$ cat config.mk
export PLATFORM = sky130hd
export DESIGN_NAME = codec_init_top
export DESIGN_NICKNAME = d
export VERILOG_FILES = /design/src/hdl/codec_pkg.sv /design/src/hdl/codec_init_seq.sv /design/src/hdl/codec_init_top.sv /design/src/hdl/codec_reg_table.sv /design/src/hdl/i2c_master.sv
export VERILOG_INCLUDE_DIRS = /design/src /design/src/include
export SDC_FILE = /design/constraint.sdc
export NUM_CORES = 1
export LEC_CHECK = 0
export BUFFER_PORTS_ARGS = -buffer_cell sky130_fd_sc_hd__buf_2
export CORE_MARGIN = 2
export CORE_UTILIZATION = 50
export CTS_CLUSTER_DIAMETER = 100
export DETAILED_ROUTE_END_ITERATION = 6
export PLACE_DENSITY = 0.64
export SLEW_MARGIN = 20
export SYNTH_ARGS = -nofsm -noshare
export SYNTH_HDL_FRONTEND = slang
export SYNTH_HIERARCHICAL = 1
export SYNTH_SLANG_ARGS = --single-unit
$ cat constraint.sdc
create_clock -name clk -period 3.05 [get_ports clk]
set_input_delay 0.305 -clock clk [delete_from_list [all_inputs] [get_ports clk]]
set_output_delay 0.305 -clock clk [all_outputs]
set_load 0.02 [all_outputs]
$ cat src/include/codec_cfg.svh
/*
 * Codec loader build configuration.
 * Device address, power-up and settle delays, I2C divider,
 * audio word length and output volume.
 */
`ifndef CODEC_CFG_SVH
`define CODEC_CFG_SVH

// ----------------------------------------
// bus and timing
// ----------------------------------------
`define CODEC_DEV_ADDR        7'h10   // 7-bit slave address, CE pin low
`define CODEC_POWERUP_CYCLES  64      // clocks from reset release to first write
`define CODEC_SETTLE_CYCLES   200     // pause after the soft reset release
`define CODEC_I2C_DIV         4       // clocks per SCL half period, at least 2

// ----------------------------------------
// audio setup
// ----------------------------------------
`define CODEC_WORD_LEN        16      // one of 16, 18, 20, 24, 32
`define CODEC_VOLUME          30      // output volume, 0 to 33

`endif
$ cat src/hdl/codec_pkg.sv
/*
 * Codec loader types.
 * One register write as it travels from table to I2C engine,
 * the engine's response, and the table size.
 */
package codec_pkg;

    // ----------------------------------------
    // table size
    // ----------------------------------------
    localparam int unsigned REG_NUM = 10;   // entries written after power-up

    // ----------------------------------------
    // transfer and response
    // ----------------------------------------

    // one register write, device address is added by the master
    typedef struct packed {
        logic [7:0] reg_addr;   // codec register
        logic [7:0] reg_data;   // value to write
    } i2c_xfer_t;

    // result of one three-byte write
    typedef struct packed {
        logic ack_ok;           // all three bytes acked
    } i2c_rsp_t;

endpackage

$ cat src/hdl/codec_init_seq.sv
/*
 * Codec init sequencer.
 * Waits out the power-up delay, steps the register table through the
 * I2C master, pauses after the soft reset and ends with done or error.
 */
`timescale 1ns/1ps
`include "codec_cfg.svh"

module codec_init_seq import codec_pkg::*; (
    input  logic       clk,
    input  logic       rst_n,
    input  logic       restart,      // rerun request, honoured only when idle
    input  logic       xfer_done,    // master finished a write
    input  i2c_rsp_t   rsp,          // valid with xfer_done
    input  i2c_xfer_t  entry,        // table output for entry_idx
    output logic [3:0] entry_idx,    // next entry to issue
    output i2c_xfer_t  xfer,         // held for the master
    output logic       xfer_start,
    output logic       busy,
    output logic       cfg_done,
    output logic       cfg_error
);

    localparam logic [15:0] PWR_LAST    = 16'(`CODEC_POWERUP_CYCLES - 1);
    localparam logic [15:0] SETTLE_LAST = 16'(`CODEC_SETTLE_CYCLES - 2);
    localparam logic [3:0]  SETTLE_IDX  = 4'd2;   // pause before this entry
    localparam logic [3:0]  LAST_IDX    = 4'(REG_NUM);

    typedef enum logic [2:0] {
        S_PWR,      // power-up delay
        S_ISSUE,    // strobe xfer_start
        S_WAIT,     // transfer in flight
        S_SETTLE,   // soft reset settle pause
        S_IDLE
    } seq_state_t;

    seq_state_t  state;
    logic [15:0] dly_cnt;   // shared by power-up and settle
    logic        issue_go;  // moving into S_ISSUE this clock
    logic        ack_next;  // acked write with more entries to go

    assign xfer_start = (state == S_ISSUE);

    assign ack_next = (state == S_WAIT) && xfer_done && rsp.ack_ok &&
                      (entry_idx != LAST_IDX);

    assign issue_go = ((state == S_PWR) && (dly_cnt == PWR_LAST)) ||
                      ((state == S_SETTLE) && (dly_cnt == SETTLE_LAST)) ||
                      (ack_next && (entry_idx != SETTLE_IDX));

    // ----------------------------------------
    // control FSM
    // ----------------------------------------
    always_ff @(posedge clk or negedge rst_n) begin
        if (!rst_n) begin
            state     <= S_PWR;
            dly_cnt   <= '0;
            entry_idx <= '0;
            busy      <= 1'b0;
            cfg_done  <= 1'b0;
            cfg_error <= 1'b0;
        end else begin
            cfg_done  <= 1'b0;   // strobes last one clock
            cfg_error <= 1'b0;
            dly_cnt   <= '0;     // only the pause states count
            if (issue_go) begin
                state     <= S_ISSUE;
                entry_idx <= entry_idx + 4'd1;
            end
            case (state)
                S_PWR: begin
                    busy <= 1'b1;
                    if (!issue_go)
                        dly_cnt <= dly_cnt + 16'd1;
                end
                S_ISSUE: state <= S_WAIT;   // one-cycle strobe
                S_WAIT: begin
                    if (xfer_done) begin
                        if (!rsp.ack_ok) begin            // nack aborts
                            state     <= S_IDLE;
                            busy      <= 1'b0;
                            cfg_error <= 1'b1;
                        end else if (entry_idx == LAST_IDX) begin
                            state    <= S_IDLE;
                            busy     <= 1'b0;
                            cfg_done <= 1'b1;
                        end else if (entry_idx == SETTLE_IDX) begin
                            state <= S_SETTLE;            // codec reset recovery
                        end
                    end
                end
                S_SETTLE: begin
                    if (!issue_go)
                        dly_cnt <= dly_cnt + 16'd1;
                end
                S_IDLE: begin
                    if (restart) begin
                        state     <= S_PWR;
                        entry_idx <= '0;
                        busy      <= 1'b1;
                    end
                end
                default: state <= S_IDLE;
            endcase
        end
    end

    // payload captured as the strobe goes out
    always_ff @(posedge clk) begin
        if (issue_go)
            xfer <= entry;
    end

endmodule

$ cat src/hdl/codec_init_top.sv
/*
 * Codec power-up loader top.
 * Sequencer, register table and I2C master joined by wires.
 */
`timescale 1ns/1ps

module codec_init_top import codec_pkg::*; (
    input  logic clk,
    input  logic rst_n,
    input  logic restart,     // rerun strobe
    input  logic sda_in,
    output logic scl,
    output logic sda_oe,      // high pulls SDA low
    output logic busy,
    output logic cfg_done,    // strobe
    output logic cfg_error    // strobe
);

    // ----------------------------------------
    // internal links
    // ----------------------------------------
    logic [3:0] entry_idx;
    i2c_xfer_t  entry;       // table lookup
    i2c_xfer_t  xfer;        // held write
    logic       xfer_start;
    logic       xfer_done;
    i2c_rsp_t   rsp;

    codec_init_seq codec_init_seq_inst (
        .clk        (clk),
        .rst_n      (rst_n),
        .restart    (restart),
        .xfer_done  (xfer_done),
        .rsp        (rsp),
        .entry      (entry),
        .entry_idx  (entry_idx),
        .xfer       (xfer),
        .xfer_start (xfer_start),
        .busy       (busy),
        .cfg_done   (cfg_done),
        .cfg_error  (cfg_error)
    );

    codec_reg_table codec_reg_table_inst (
        .entry_idx (entry_idx),
        .entry     (entry)
    );

    i2c_master i2c_master_inst (
        .clk        (clk),
        .rst_n      (rst_n),
        .xfer_start (xfer_start),
        .xfer       (xfer),
        .sda_in     (sda_in),
        .scl        (scl),
        .sda_oe     (sda_oe),
        .xfer_done  (xfer_done),
        .rsp        (rsp)
    );

endmodule

$ cat src/hdl/codec_reg_table.sv
/*
 * Codec register table.
 * Combinational index to register/value lookup for the power-up
 * sequence, word length and volume taken from the build config.
 */
`timescale 1ns/1ps
`include "codec_cfg.svh"

module codec_reg_table import codec_pkg::*; (
    input  logic [3:0] entry_idx,   // table position
    output i2c_xfer_t  entry        // register/value pair
);

    // ----------------------------------------
    // word length to the codec's 3-bit code
    // ----------------------------------------
    localparam logic [2:0] WL_CODE =
        (`CODEC_WORD_LEN == 16) ? 3'd3 :
        (`CODEC_WORD_LEN == 18) ? 3'd2 :
        (`CODEC_WORD_LEN == 20) ? 3'd1 :
        (`CODEC_WORD_LEN == 24) ? 3'd0 :
        (`CODEC_WORD_LEN == 32) ? 3'd4 : 3'd0;   // unknown length falls back to 24

    localparam logic [7:0] VOL = 8'(`CODEC_VOLUME);

    always_comb begin
        entry = '0;   // out of range reads as zero
        case (entry_idx)
            4'd0: entry = '{reg_addr: 8'h00, reg_data: 8'h80};   // soft reset on
            4'd1: entry = '{reg_addr: 8'h00, reg_data: 8'h00};   // soft reset off
            4'd2: entry = '{reg_addr: 8'h01, reg_data: 8'h58};   // chip control 2
            4'd3: entry = '{reg_addr: 8'h02, reg_data: 8'hF3};   // power down sections
            4'd4: entry = '{reg_addr: 8'h08, reg_data: 8'h00};   // slave mode
            4'd5: entry = '{reg_addr: 8'h17, reg_data: {2'b00, WL_CODE, 3'b000}};
            4'd6: entry = '{reg_addr: 8'h18, reg_data: 8'h02};   // dac fs ratio
            4'd7: entry = '{reg_addr: 8'h2E, reg_data: VOL};     // lout1 volume
            4'd8: entry = '{reg_addr: 8'h2F, reg_data: VOL};     // rout1 volume
            4'd9: entry = '{reg_addr: 8'h02, reg_data: 8'h00};   // power everything up
            default: entry = '0;
        endcase
    end

endmodule

$ cat src/hdl/i2c_master.sv
/*
 * Write-only I2C master.
 * Sends start, device address, register and data bytes with an ACK
 * slot after each, then stop. Open-drain style, sda_oe pulls SDA low.
 */
`timescale 1ns/1ps
`include "codec_cfg.svh"

module i2c_master import codec_pkg::*; (
    input  logic      clk,
    input  logic      rst_n,
    input  logic      xfer_start,   // only while idle
    input  i2c_xfer_t xfer,
    input  logic      sda_in,       // resolved bus level
    output logic      scl,
    output logic      sda_oe,       // 1 drives SDA low
    output logic      xfer_done,    // one-cycle strobe
    output i2c_rsp_t  rsp
);

    localparam int DIV   = `CODEC_I2C_DIV;
    localparam int CNT_W = (DIV > 1) ? $clog2(DIV) : 1;

    typedef enum logic [1:0] {
        M_IDLE,
        M_START,    // SDA low with SCL high, one SCL period
        M_BIT,      // 8 data bits plus ack slot, per byte
        M_STOP      // SCL up then SDA released
    } mst_state_t;

    mst_state_t       state;
    logic [CNT_W-1:0] div_cnt;
    logic             half;       // 0 low half, 1 high half
    logic [3:0]       bit_cnt;    // 8 is the ack slot
    logic [1:0]       byte_cnt;   // addr, reg, data
    logic [7:0]       shift_q;    // msb first
    i2c_xfer_t        xfer_q;
    logic             ack_ok;
    logic             active;
    logic             tick;       // end of a half period
    logic             sda_slot;   // one clock into the low half

    assign active   = (state != M_IDLE);
    assign tick     = active && (div_cnt == CNT_W'(DIV - 1));
    assign sda_slot = ((state == M_BIT) || (state == M_STOP)) && !half &&
                      (div_cnt == '0);

    // ----------------------------------------
    // half-period divider
    // ----------------------------------------
    always_ff @(posedge clk or negedge rst_n) begin
        if (!rst_n)
            div_cnt <= '0;
        else if (!active || tick)
            div_cnt <= '0;
        else
            div_cnt <= div_cnt + 1'b1;
    end

    // ----------------------------------------
    // bit/byte FSM
    // ----------------------------------------
    always_ff @(posedge clk or negedge rst_n) begin
        if (!rst_n) begin
            state     <= M_IDLE;
            scl       <= 1'b1;
            sda_oe    <= 1'b0;
            half      <= 1'b0;
            bit_cnt   <= '0;
            byte_cnt  <= '0;
            ack_ok    <= 1'b0;
            xfer_done <= 1'b0;
            rsp       <= '0;
        end else begin
            xfer_done <= 1'b0;
            case (state)
                M_IDLE: begin
                    if (xfer_start) begin
                        state    <= M_START;
                        sda_oe   <= 1'b1;    // start, SDA falls under high SCL
                        half     <= 1'b0;
                        bit_cnt  <= '0;
                        byte_cnt <= '0;
                        ack_ok   <= 1'b1;
                    end
                end
                M_START: begin
                    if (tick) begin
                        half <= ~half;
                        if (half) begin
                            scl   <= 1'b0;
                            state <= M_BIT;
                        end
                    end
                end
                M_BIT: begin
                    if (sda_slot)   // release for ack, else drive the bit
                        sda_oe <= (bit_cnt == 4'd8) ? 1'b0 : ~shift_q[7];
                    if (tick) begin
                        half <= ~half;
                        if (!half) begin
                            scl <= 1'b1;
                        end else begin
                            scl <= 1'b0;
                            if (bit_cnt == 4'd8) begin
                                bit_cnt <= '0;
                                if (sda_in) begin           // nack, sampled at SCL high
                                    ack_ok <= 1'b0;
                                    state  <= M_STOP;
                                end else if (byte_cnt == 2'd2) begin
                                    state <= M_STOP;
                                end else begin
                                    byte_cnt <= byte_cnt + 2'd1;
                                end
                            end else begin
                                bit_cnt <= bit_cnt + 4'd1;
                            end
                        end
                    end
                end
                M_STOP: begin
                    if (sda_slot)
                        sda_oe <= 1'b1;              // SDA low under low SCL
                    if (tick) begin
                        half <= ~half;
                        if (!half) begin
                            scl <= 1'b1;
                        end else begin
                            sda_oe     <= 1'b0;      // stop, SDA rises under high SCL
                            state      <= M_IDLE;
                            xfer_done  <= 1'b1;
                            rsp.ack_ok <= ack_ok;
                        end
                    end
                end
                default: state <= M_IDLE;
            endcase
        end
    end

    // byte shifter and held payload
    always_ff @(posedge clk) begin
        if ((state == M_IDLE) && xfer_start) begin
            shift_q <= {`CODEC_DEV_ADDR, 1'b0};   // write bit
            xfer_q  <= xfer;
        end else if ((state == M_BIT) && tick && half) begin
            if (bit_cnt == 4'd8)
                shift_q <= (byte_cnt == 2'd0) ? xfer_q.reg_addr : xfer_q.reg_data;
            else
                shift_q <= {shift_q[6:0], 1'b0};
        end
    end

endmodule

# --- Word level (Yosys, flattened, before mapping) ---
# Memories as Yosys holds them, arrays and structs flattened. A register that Yosys moved wholly into a read port is not among the register bits.
# Cells that the tools add are included.
# W data, S select, Z words.
word_totals:
  out_inout_bits: 5
  register_bits: 74
  wordCells: 175
  mem_bits_ro: 224
  mem_count: 1
op_classes:
  reduce_logical: 38
  n_eq_ne: 34
  addsub: 5
  bitwise: 2
  n_mux: 75
mem_list:
  columns: ["name", "words", "width", "read_ports", "rd_ports_with_merged_regs", "write_ports", "line_no", "rtl"]
  rows:
  - ["(no name shown)", 16, 14, 1, 1, 0, "codec_reg_table.sv:28", "case (entry_idx)"]
ops:
  columns: ["op", "n"]
  rows:
  - ["$mux W2", 17]
  - ["$mux W1", 32]
  - ["$mux W16", 2]
  - ["$mux W4", 7]
  - ["$ne A2 B1 Y1 const B", 10]
  - ["$mux W3", 6]
  - ["$add A16 B1 Y16 const B", 1]
  - ["$eq A16 B6 Y1 const B", 1]
  - ["$eq A16 B8 Y1 const B", 1]
  - ["$mux W8", 2]
  - ["$logic_and A1 B1 Y1", 12]
  - ["$ne A2 B2 Y1 const B", 6]
  - ["$pmux W3 S4", 1]
  - ["$reduce_and A6 Y1", 2]
  - ["$pmux W1 S3", 3]
  - ["$reduce_and A9 Y1", 1]
  - ["$reduce_bool A3 Y1", 3]
  - ["$add A4 B1 Y4 const B", 2]
  - ["$eq A2 B2 Y1 const B", 4]
  - ["$eq A4 B4 Y1 const B", 2]
  - ["$pmux W2 S4", 1]
  - ["$pmux W4 S2", 1]
  - ["$reduce_and A4 Y1", 2]
  - ["$reduce_and A7 Y1", 1]
  - ["21 further kinds", 34]

# --- Longest topological paths before layout ---
# Gate-level depths: netlist of the first run.
depth:
  ltp_word: 12
  depth_mapped: 9
  depth_no_buf: 7

# --- Hierarchy ---
# The synthesis of the first run kept the hierarchy.
modules_own_cells:
  columns: ["module", "seq_area_each_um2", "area_each_um2", "cells_per_inst", "n_inst"]
  rows:
  - ["codec_init_seq", 1131.1, 2013.2, 173, 1]
  - ["i2c_master", 1042.2, 1896.8, 173, 1]
  - ["codec_reg_table", 0.0, 280.3, 38, 1]

# --- Least setup slack after synthesis of the first run ---
# OpenSTA, ideal clock, no wires.
synth_timing:
  path_type: "reg-to-reg"
  start: "register codec_init_seq_inst.dly_cnt[7]"
  end: "register, netlist name codec_init_seq_inst/xfer[0]"
  setup_ps: 378
  arrival_time_ps: 2085
  required_ps: 2672
  stages_incl_launch_ff: 5
  path_slack_ps: 586
  path_cell_list: "dfrtp_1 or4_1 or4_4 and2_2 o21ai_2"
synth_between:
  elab_chain_len: 4
synth_rtl:
  columns: ["element", "line_no", "rtl"]
  rows:
  - ["from (decl)", "codec_init_seq.sv:38", "logic [15:0] dly_cnt;"]
  - ["from (signal assigned)", "codec_init_seq.sv:74", "dly_cnt <= dly_cnt + 16'd1;"]
  - ["from (signal assigned)", "codec_init_seq.sv:94", "dly_cnt <= dly_cnt + 16'd1;"]
  - ["$eq A16 B6 Y1 / $eq A16 B8 Y1 (equally long branches)", "codec_init_seq.sv:47, codec_init_seq.sv:48", null]
  - ["$logic_and A1 B1 Y1, on equally long branches", "codec_init_seq.sv:47, codec_init_seq.sv:48", null]
  - ["$logic_or A1 B1 Y1 *", "codec_init_seq.sv:47", "assign issue_go = ((state == S_PWR) && (dly_cnt == PWR_LAST)) ||"]
  - ["$logic_or A1 B1 Y1 *", "codec_init_seq.sv:48", "((state == S_SETTLE) && (dly_cnt == SETTLE_LAST)) ||"]
  - ["net codec_init_seq_inst.issue_go", "codec_init_seq.sv:39", "logic issue_go;"]
# Mark *: on every way through the listed nets, which the timed path passes. The rest lies on a longest branch.
# A chain may end at the register's enable or synchronous reset.

# --- Final worst setup path of the first run ---
layout_timing:
  start: "register codec_init_seq_inst.state[2]"
  end: "register codec_init_seq_inst.dly_cnt[7]"
layout_between:
  elab_chain_len: 8
layout_rtl:
  columns: ["element", "line_no", "rtl"]
  rows:
  - ["from (decl)", "codec_init_seq.sv:37", "seq_state_t state;"]
  - ["from (signal assigned)", "codec_init_seq.sv:56", "state <= S_PWR;"]
  - ["from (signal assigned)", "codec_init_seq.sv:67", "state <= S_ISSUE;"]
  - ["from (signal assigned)", "codec_init_seq.sv:76", "S_ISSUE: state <= S_WAIT;"]
  - ["$eq A3 B2 Y1", "codec_init_seq.sv:44", "assign ack_next = (state == S_WAIT) && xfer_done && rsp.ack_ok &&"]
  - ["$logic_and A1 B1 Y1 (3 in series)", "codec_init_seq.sv:44", null]
  - ["$logic_and A1 B1 Y1", "codec_init_seq.sv:49", "(ack_next && (entry_idx != SETTLE_IDX));"]
  - ["$logic_or A1 B1 Y1", "codec_init_seq.sv:48", null]
  - ["$mux W16", "codec_init_seq.sv:73, codec_init_seq.sv:93", null]
  - ["$mux W16 *", null, null]
# Every way passes the cells marked *; elsewhere a longest branch is shown, timed or not.

==> summary.md, run 1 <==
The run gives 1.76 nW as the standby leakage power. Yosys mapped a number of flops with a built-in enable equal to 32. Of the cells placed in the final design, the portion with a size suffix greater than 1 is 12.6%. The most numerous cell in the Yosys netlist is dfrtp_1.

The tools report the max-slew violation count as 0. The run gives 36.8% as the relative max-transition margin. The diode insertion count for antenna repair is 0. The tools report the via count as 2734.

The path type of the worst min-delay path was primary input to async pin. The run gives 8180 sq um as the area of the core region. The first global-routing pass estimated 12300 microns of wire.

The total setup buffers inserted after CTS is 0, and the share of the synthesized area in the top cell type is 24.5%. The clock reaches the later pin of the worst-skew pair after 350 ps. STA puts the critical path data required time at 3260 ps. Entering global routing, the biggest net connects 43 pins. TritonCTS built the clock tree.

The net count of the finished layout is 410. Measured along the x axis, the die boundary spans 95.5 microns. The number of placed I/O pins is 9, and the final-layout setup total negative slack is 0 ps.

For this run the aggregate overflow at the end of global routing stands at 0. Before CTS, the worst setup slack after placement is 590 ps. The CTS clock-pin slew for the worst setup and hold paths works out to 90 ps. Sorting the synthesized cells by area gives the leading types as dfrtp_1 (24%), edfxtp_1 (23%), ha_1 (6.3%), dfxtp_1 (3.8%), mux2i_1 (3.3%).

The run gives 2 as the maximum clock insertion buffer count. Once detail routing completed, the nets flagged for antenna violations numbered 0. For the final wirelength, the log shows 7220 microns. For this run, the leading register cell type out of synthesis is dfrtp_1. The slew of the pin with the lowest slew margin is 948 ps, and the maximum VDD drop is 0.000229 V. The buffer type at the clock tree root is clkbuf_8. Counting flops and latches in the post-synthesis netlist gives 82. The tools report the worst path arrival time as 2700 ps. The portion of the post-synthesis area used by sequential elements was 51.9%. The commonest cells after synthesis are dfrtp_1 (41), nand2_1 (35), edfxtp_1 (32), nor2_1 (26), inv_1 (22). After the first detailed-routing iteration, the DRC count stood at 102. In the synthesized netlist the async set-or-reset flop fraction comes to 51.2%. The logs give 6 for the count of warnings emitted by yosys and 4430 sq um for the finished layout cell area. Across the routed clock network, the largest skew measured is 12.4 ps.

The logs give 17.4% for the aggregate global-route resource usage and 2605 for the via count of the first global-routing pass. The number of hold-slack violations in the final timing report is 0. For this design the ratio of total power to cell area is 438 nW/um^2. The final setup violation count came out at 0. Of all cell types, the one taking the most synthesized area is dfrtp_1. The power consumption was 1.94 mW.

The run gives 561 ps as the worst path setup slack after routing. Buffers inserted to repair hold after CTS numbered 0. The mapped netlist covers 4190 sq um.

Routed wire length per instance: 14.6 microns. In the routed design, unresolved DRC markers number 0. The number of buffers added by the clock tree synthesis step is 9, and the first-pass detailed-route iteration total is 4. Each instance of the synthesized netlist takes up on average 10.9 sq um. The total clock sinks is 82, and the last weighted congestion value of the routability-driven placer is 0.804. The placed instances occupy a cell area of 4230 sq um.

The biggest fanout along the worst timing path came out at 16. STA classifies the critical path endpoint as a register. The H-tree level count was 3.

By startpoint and endpoint, the worst setup path is classified as register to register. From synthesis to final layout, the design area changed by 5.79%. Category of the worst setup path launch point: a register. The die covers 9130 sq um. The count of buffers inserted at the top-level ports works out to 8. The die is 95.5 microns tall. Final critical path time including I/O delays and setup: 2490 ps. Static timing analysis puts the maximum clock frequency at 402 MHz. The flow ran to the end, and the final reports show no timing, DRC or antenna violations. Of the available clock period, the critical path in the final layout requires 81.6%. Max-cap violations in this run came to 0. The initial cell density of the core is 51.3%, and the number of distinct standard cells referenced by the synthesized netlist is 72. Summed over all nets, the half-perimeter wirelength after detailed placement is 4960 microns. The logs give 384 for the number of standard cells after synthesis and 0 for the number of gates resized after CTS. The cell row count is 33, and the number of vias per cell is 5.52. Setup repair after global routing left no endpoint under its margin. Initial antenna violation count: 0.
-- stage by stage --
stage	util, %	hold slack, ps	std cells
final	54.2	94.8	495
after global routing	54.2	156	495
after CTS	54.2	127	495
after detailed placement	51.8	413	479
after global placement	51.8	406	479
after floorplan	-	9.41	385
-- cell families (layout without fill, tap and decap cells) --
kind of cell	count (synthesis)	in the layout	share of synthesized area (%)
muxes	18	18	4.60
DFF	82	82	51.9
buffers and inverters	44	49	5.58
AOI/OAI and AO/OA	69	69	11.0
other	1	2	0.0895
xor gates and xnor gates	14	14	2.93
and+or+nand+nor	135	135	17.7
adders and majority gates	21	21	6.27
-- cell type report --
| type | count | area [sq um] |
|---|---|---|
| Tap cell | 105 | 131 |
| Clock inverter | 7 | 76.3 |
| Timing Repair Buffer | 10 | 55.1 |
| Multi-Input combinational cell | 259 | 1790 |
| Inverter | 23 | 86.3 |
| Fill cell | 731 | 3740 |
| Sequential cell | 82 | 2170 |
| Clock buffer | 9 | 124 |
-- power breakdown --
part / leakage (nW) / total [mW] / internal (mW) / switching, mW
combinational: 0.864 / 0.0146 / 0.00180 / 0.0128
sequential: 0.802 / 1.14 / 1.14 / 0
clock: 0.0962 / 0.790 / 0.384 / 0.406
total: 1.76 / 1.94 / 1.52 / 0.419
-- worst max-delay path: stages, from the launching register on --
cell	delay (ps)
dfrtp_1	500
or4_1	570
or4_4	460
a21oi_4	200
or4b_1	510
nor2_1	120
-- final timing paths --
| kind | slack [ps] | from | depth (start not counted) | end |
|---|---|---|---|---|
| worst min-delay path | 90 | rst_n | 1 | i2c_master_inst/bit_cnt[1] |
| max in group asynchronous | 2350 | rst_n | 1 | codec_init_seq_inst/state[0] |
| worst max-delay path | 560 | codec_init_seq_inst/state[2] | 5 | codec_init_seq_inst/dly_cnt[7] |
| min in group clk | 270 | sda_in | 4 | i2c_master_inst/ack_ok |
| worst min register to register | 420 | codec_init_seq_inst/xfer[15] | 0 | i2c_master_inst/xfer_q[15] |
| worst max register to register | 560 | codec_init_seq_inst/state[2] | 5 | codec_init_seq_inst/dly_cnt[7] |
-- state kept, by name, indices dropped and copies added (netlist names), 3 cells and up --
name / flops
codec_init_seq_inst/dly_cnt: 16
codec_init_seq_inst/xfer: 16
i2c_master_inst/bit_cnt: 4
codec_init_seq_inst/state: 3
i2c_master_inst/shift_q: 8
codec_init_seq_inst/entry_idx: 4
i2c_master_inst/xfer_q: 16
-- metal layers --
metal	vias up	GRT usage (%)	routed length, microns
li1	1363	-	-
met1	1335	24.0	3620
met2	29	27.3	3370
met3	7	3.87	152
met4	0	5.95	77
met5	-	0	0
-- cells in the final DEF, fill, tap and decap left out, types with 11 or more instances in the layout --
cell type	Yosys	final
edfxtp_1	32	32
dfrtp_1	41	41
nand3_1	15	15
mux2i_1	14	14
a21oi_1	18	18
inv_1	22	22
nand2_1	35	35
o21ai_0	14	14
nor3_1	11	11
ha_1	21	21
nor2_1	26	26
No activity file was read; power rests on OpenSTA's default activity.
==> inputs of run 2 (changes only) <==
--- a/config.mk
+++ b/config.mk
@@ -6,6 +6,7 @@
 export SDC_FILE = /design/constraint.sdc
 export NUM_CORES = 1
 export LEC_CHECK = 0
+export ABC_AREA = 1
 export BUFFER_PORTS_ARGS = -buffer_cell sky130_fd_sc_hd__buf_2
 export CORE_MARGIN = 2
 export CORE_UTILIZATION = 50
==> constraint.sdc (replaced) <==
create_clock -name clk -period 2.4 [get_ports clk]
set_input_delay 0.24 -clock clk [delete_from_list [all_inputs] [get_ports clk]]
set_output_delay 0.24 -clock clk [all_outputs]
set_load 0.02 [all_outputs]
==> run 2 against run 1 <==
  * Critical path depth up 1
  * Sequential power up 63%
  * Global-route usage up 0.12 points
  * Die area up 2.5%
  * Critical endpoint is now codec_init_seq_inst/xfer[7]
  * Largest cell class unchanged
  * Area after synthesis up 2.6%
  * Register-to-register slack worse by 50 ps
  * Highest routed layer unchanged
==> summary.md, run 2 <==
The die boundary height was 96.7 microns (+1.3%). The first-pass detailed-route iteration total is 4 (unchanged). Fraction of synthesized cell area in xor and xnor cells: 2.85% (-0.075 points).

After synthesis, the most frequently instantiated cells are nand2_1 (114), nor2_1 (67), inv_1 (49), dfrtp_1 (41), nand3_1 (33). The number of violations reported at the end of detailed-routing iteration 0 was 112 (+9.8%). The aggregate global-route resource usage is 17.6% (+0.12 points), and the total clock sinks is 82 (unchanged). In the final layout, the registers with the most flip-flops are codec_init_seq_inst/dly_cnt: 16 flops, codec_init_seq_inst/xfer: 16 flops, i2c_master_inst/xfer_q: 16 flops.

The logs give 37 (-49%) for the number of distinct standard cells referenced by the synthesized netlist and 2 (unchanged) for the maximum clock insertion buffer count. The biggest fanout along the worst timing path was 22 (+6); the area growth from synthesis to final layout was 7.01%. Worst path arrival time: 1950 ps (-750 ps). Setup repair after global routing left no endpoint under its margin.

The run gives 0.000500 V (+120%) as the maximum VDD drop. After synthesis, the cell types taking the most area are dfrtp_1 (24%), edfxtp_1 (22%), nand2_1 (10%), ha_1 (6.1%), nor2_1 (5.8%). Number of buffers added by the clock tree synthesis step: 9 (unchanged). The tools report the number of gates resized after CTS as 0 (unchanged). Share of final-layout standard cells stronger than drive strength 1: 13.2% (+0.64 points). The number of vias per cell was 5.03 (-8.8%). STA classifies the critical path startpoint as a register. The final wirelength is 7570 microns (+4.9%), and the count of max-cap constraint violations is 0 (unchanged).

The cell row count is 33 (unchanged). The flow ran to the end, and the final reports show no timing, DRC or antenna violations. The simple-gate area share of the yosys netlist is 28.7% (+11 points), and the area of the core region is 8260 sq um (+1.0%).

The run gives 9 (unchanged) as the number of placed I/O pins. Portion of the post-synthesis area used by sequential elements: 50.5% (-1.3 points). The worst flop-to-flop path startpoint is codec_init_seq_inst/entry_idx[0]. The count of buffers inserted at the top-level ports is 8 (unchanged). The final critical path time including I/O delays and setup was 1890 ps (-603 ps); the final setup violation count was 0 (unchanged). The standby leakage power is 2.06 nW (+17%), and the fraction of the mapped netlist area in compound gates is 4.66% (-6.3 points).

For the number of cells in the finished layout apart from fillers, the log shows 605 (+22%). STA classifies the critical path endpoint as a register. The routed wire length per instance was 12.5 microns (-14%); the multiplexer share of the synthesized area was 0% (-4.6 points). The power density over the cells is 893 nW/um^2 (+100%), and the switching power is 1.60 mW (+280%).

CTS placed an instance of clkbuf_8 at the clock tree root. The via count was 3046 (+11%); the total of fill cells in the finished design was 771 (+5.5%). The switching part of the total power works out to 39.0% (+17 points). The number of hold-slack violations in the final timing report was 0 (unchanged); the portion of the clock cycle consumed by the worst path in the final layout was 78.6% (-3.0 points).

The run gives 4300 sq um (+2.6%) as the post-synthesis instance area. For this run, the leading register cell type out of synthesis is dfrtp_1. The power share of the combinational group is 32.0% (+31 points), and the synthesized area per cell is 8.90 sq um (-18%). The number of nets in the layout is 520 (+27%).

The H-tree level count was 3 (unchanged); the post-detailed-route DRC marker count was 0 (unchanged). The share of synthesized cell area in full adder, half adder and majority cells was 6.11% (-0.16 points). The critical path data required time was 2460 ps (-800 ps). The share of the synthesized area in the top cell type was 23.9% (-0.63 points); the floorplan die width was 96.7 microns (+1.3%). After synthesis, the largest family of logic cells by area is simple AND/OR/NAND/NOR gates.

Number of nets with antenna violations after routing: 0 (unchanged). The number of standard cells after synthesis came out at 483 (+26%). The clock share of power was 22.7% (-18 points).

Share of flip-flops with an asynchronous set or reset: 51.2% (unchanged). The biggest area contributor in the post-synthesis netlist is dfrtp_1. The critical path is of the register to register type. For the initial cell density of the core, the log shows 52.1% (+0.82 points). The internal power was 2.51 mW (+65%). The CTS clock-pin slew for the worst setup and hold paths is 90 ps (about the same), and the hold buffer count at CTS is 0 (unchanged). The cell count after placement is 589 (+23%).

The tools report the max-slew violation count as 0 (unchanged). The tools report the total setup buffers inserted after CTS as 0 (unchanged). The final-layout setup total negative slack was 0 ps (unchanged); the worst clock skew was 11.1 ps (-1.30 ps).

The sequential fraction of design power was 45.2% (-13 points); the area of the die was 9360 sq um (+2.5%). In the layout the commonest cells are nand2_1 (114), nor2_1 (67), inv_1 (49). The path type of the worst min-delay path is primary input to async pin. The worst-skew pair later-pin latency came out at 360 ps (about the same). The run gives 6 (unchanged) as the count of warnings emitted by yosys.

The leftover overflow at the end of global routing was 0 (unchanged). The largest net degree at the start of global routing came out at 43 (unchanged). TritonCTS built the clock tree. The number of enable flip-flop cells after synthesis is 32 (unchanged).

The flip-flop and latch count after synthesis was 82 (unchanged). The relative max-transition margin was 36.3% (-0.49 points); the initial antenna violation count was 0 (unchanged). The slew of the pin with the lowest slew margin came out at 956 ps (+7.37 ps). Most common cell after layout, fill and taps aside: nand2_1. The tools report the via count of the first global-routing pass as 3023 (+16%).

The logs give 0 (unchanged) for the diode insertion count for antenna repair and 0.829 (+3.2%) for the last weighted congestion value of the routability-driven placer. Yosys instantiated no cell more often than nand2_1. For the highest attainable clock frequency, the log shows 530 MHz (+32%). For the sum of net half-perimeters after detailed placement, the log shows 5460 microns (+10%). The global-route wire length before repair is 13400 microns (+9.2%). In this run the worst setup path begins at codec_init_seq_inst/entry_idx[0].
[run 2: cell count changes in the layout (fill, tap and decap cells not counted), sizes merged, moves of 4 or more]
| cell | previous run | this run |
|---|---|---|
| nand4 | 4 | 9 |
| inv | 25 | 59 |
| nand3 | 15 | 42 |
| o211ai | 6 | 2 |
| nor2 | 28 | 75 |
| and2 | 5 | 0 |
| nand2 | 36 | 123 |
| a21oi | 19 | 9 |
| and3 | 7 | 0 |
| mux2i | 14 | 0 |
| mux2 | 4 | 0 |
[run 2: power groups by stage]
| stage | logic (mW) | registers, mW | clock network [mW] |
|---|---|---|---|
| detailed placement | 1.32 | 1.89 | 0 |
| global route | 1.51 | 1.89 | 1.04 |
| CTS | 1.33 | 1.86 | 0.983 |
| floorplan | 1.07 | 1.84 | 0 |
| global placement | 1.29 | 1.88 | 0 |
| finish | 1.32 | 1.86 | 0.934 |
[run 2: layout make-up]
cell class	instances	area (sq um)	share of cell area, %
inverters	56	210	4.57
well taps	105	131	2.85
flip-flops and latches	82	2170	47.2
repair buffers	11	75.1	1.63
clock buffers	9	124	2.69
multi-input cells	335	1830	39.7
clock inverters	7	60.1	1.31
[run 2: worst paths after layout]
kind,end,slack [ps],depth (start not counted)
max,codec_init_seq_inst/xfer[7],510,6
min,i2c_master_inst/bit_cnt[1],30,1
max reg2reg,codec_init_seq_inst/xfer[7],510,6
min reg2reg,i2c_master_inst/xfer_q[7],420,0
max in group asynchronous,codec_init_seq_inst/dly_cnt[1],1770,1
min in group clk,codec_init_seq_inst/state[2],220,4
[run 2: critical path, stage by stage (launching register included)]
cell and delay, ps:
dfrtp_1 560, inv_1 80, ha_1 230, a21oi_1 200, nand3_2 150, nand3_2 180
buf_12 190
[run 2: stage by stage]
stage | util, % | setup WS [ps] | hold slack, ps | power (mW) | cell area, sq um
after CTS | 55.7 | 512 | 46.4 | 4.17 | 4600
after detailed placement | 53.5 | 532 | 405 | 3.21 | 4420
final | 55.7 | 514 | 25.6 | 4.11 | 4600
after floorplan | - | 673 | -55.6 | 2.92 | 4300
after global routing | 55.7 | 359 | 97.9 | 4.44 | 4600
after global placement | 53.5 | 601 | 405 | 3.16 | 4420
[run 2: logic make-up after synthesis]
logic type | Yosys count
compound gates | 35
fa+ha+maj | 21
other cells | 1
simple gates | 263
buf+inv | 67
flops | 82
xor+xnor | 14
[run 2: per-layer routing]
metal	GRT usage, %	up-vias	share of wire, %
li1	-	1576	-
met1	23.4	1416	49
met2	27.8	41	46
met3	4.12	13	3.0
met4	7.04	0	1.7
met5	0	-	0
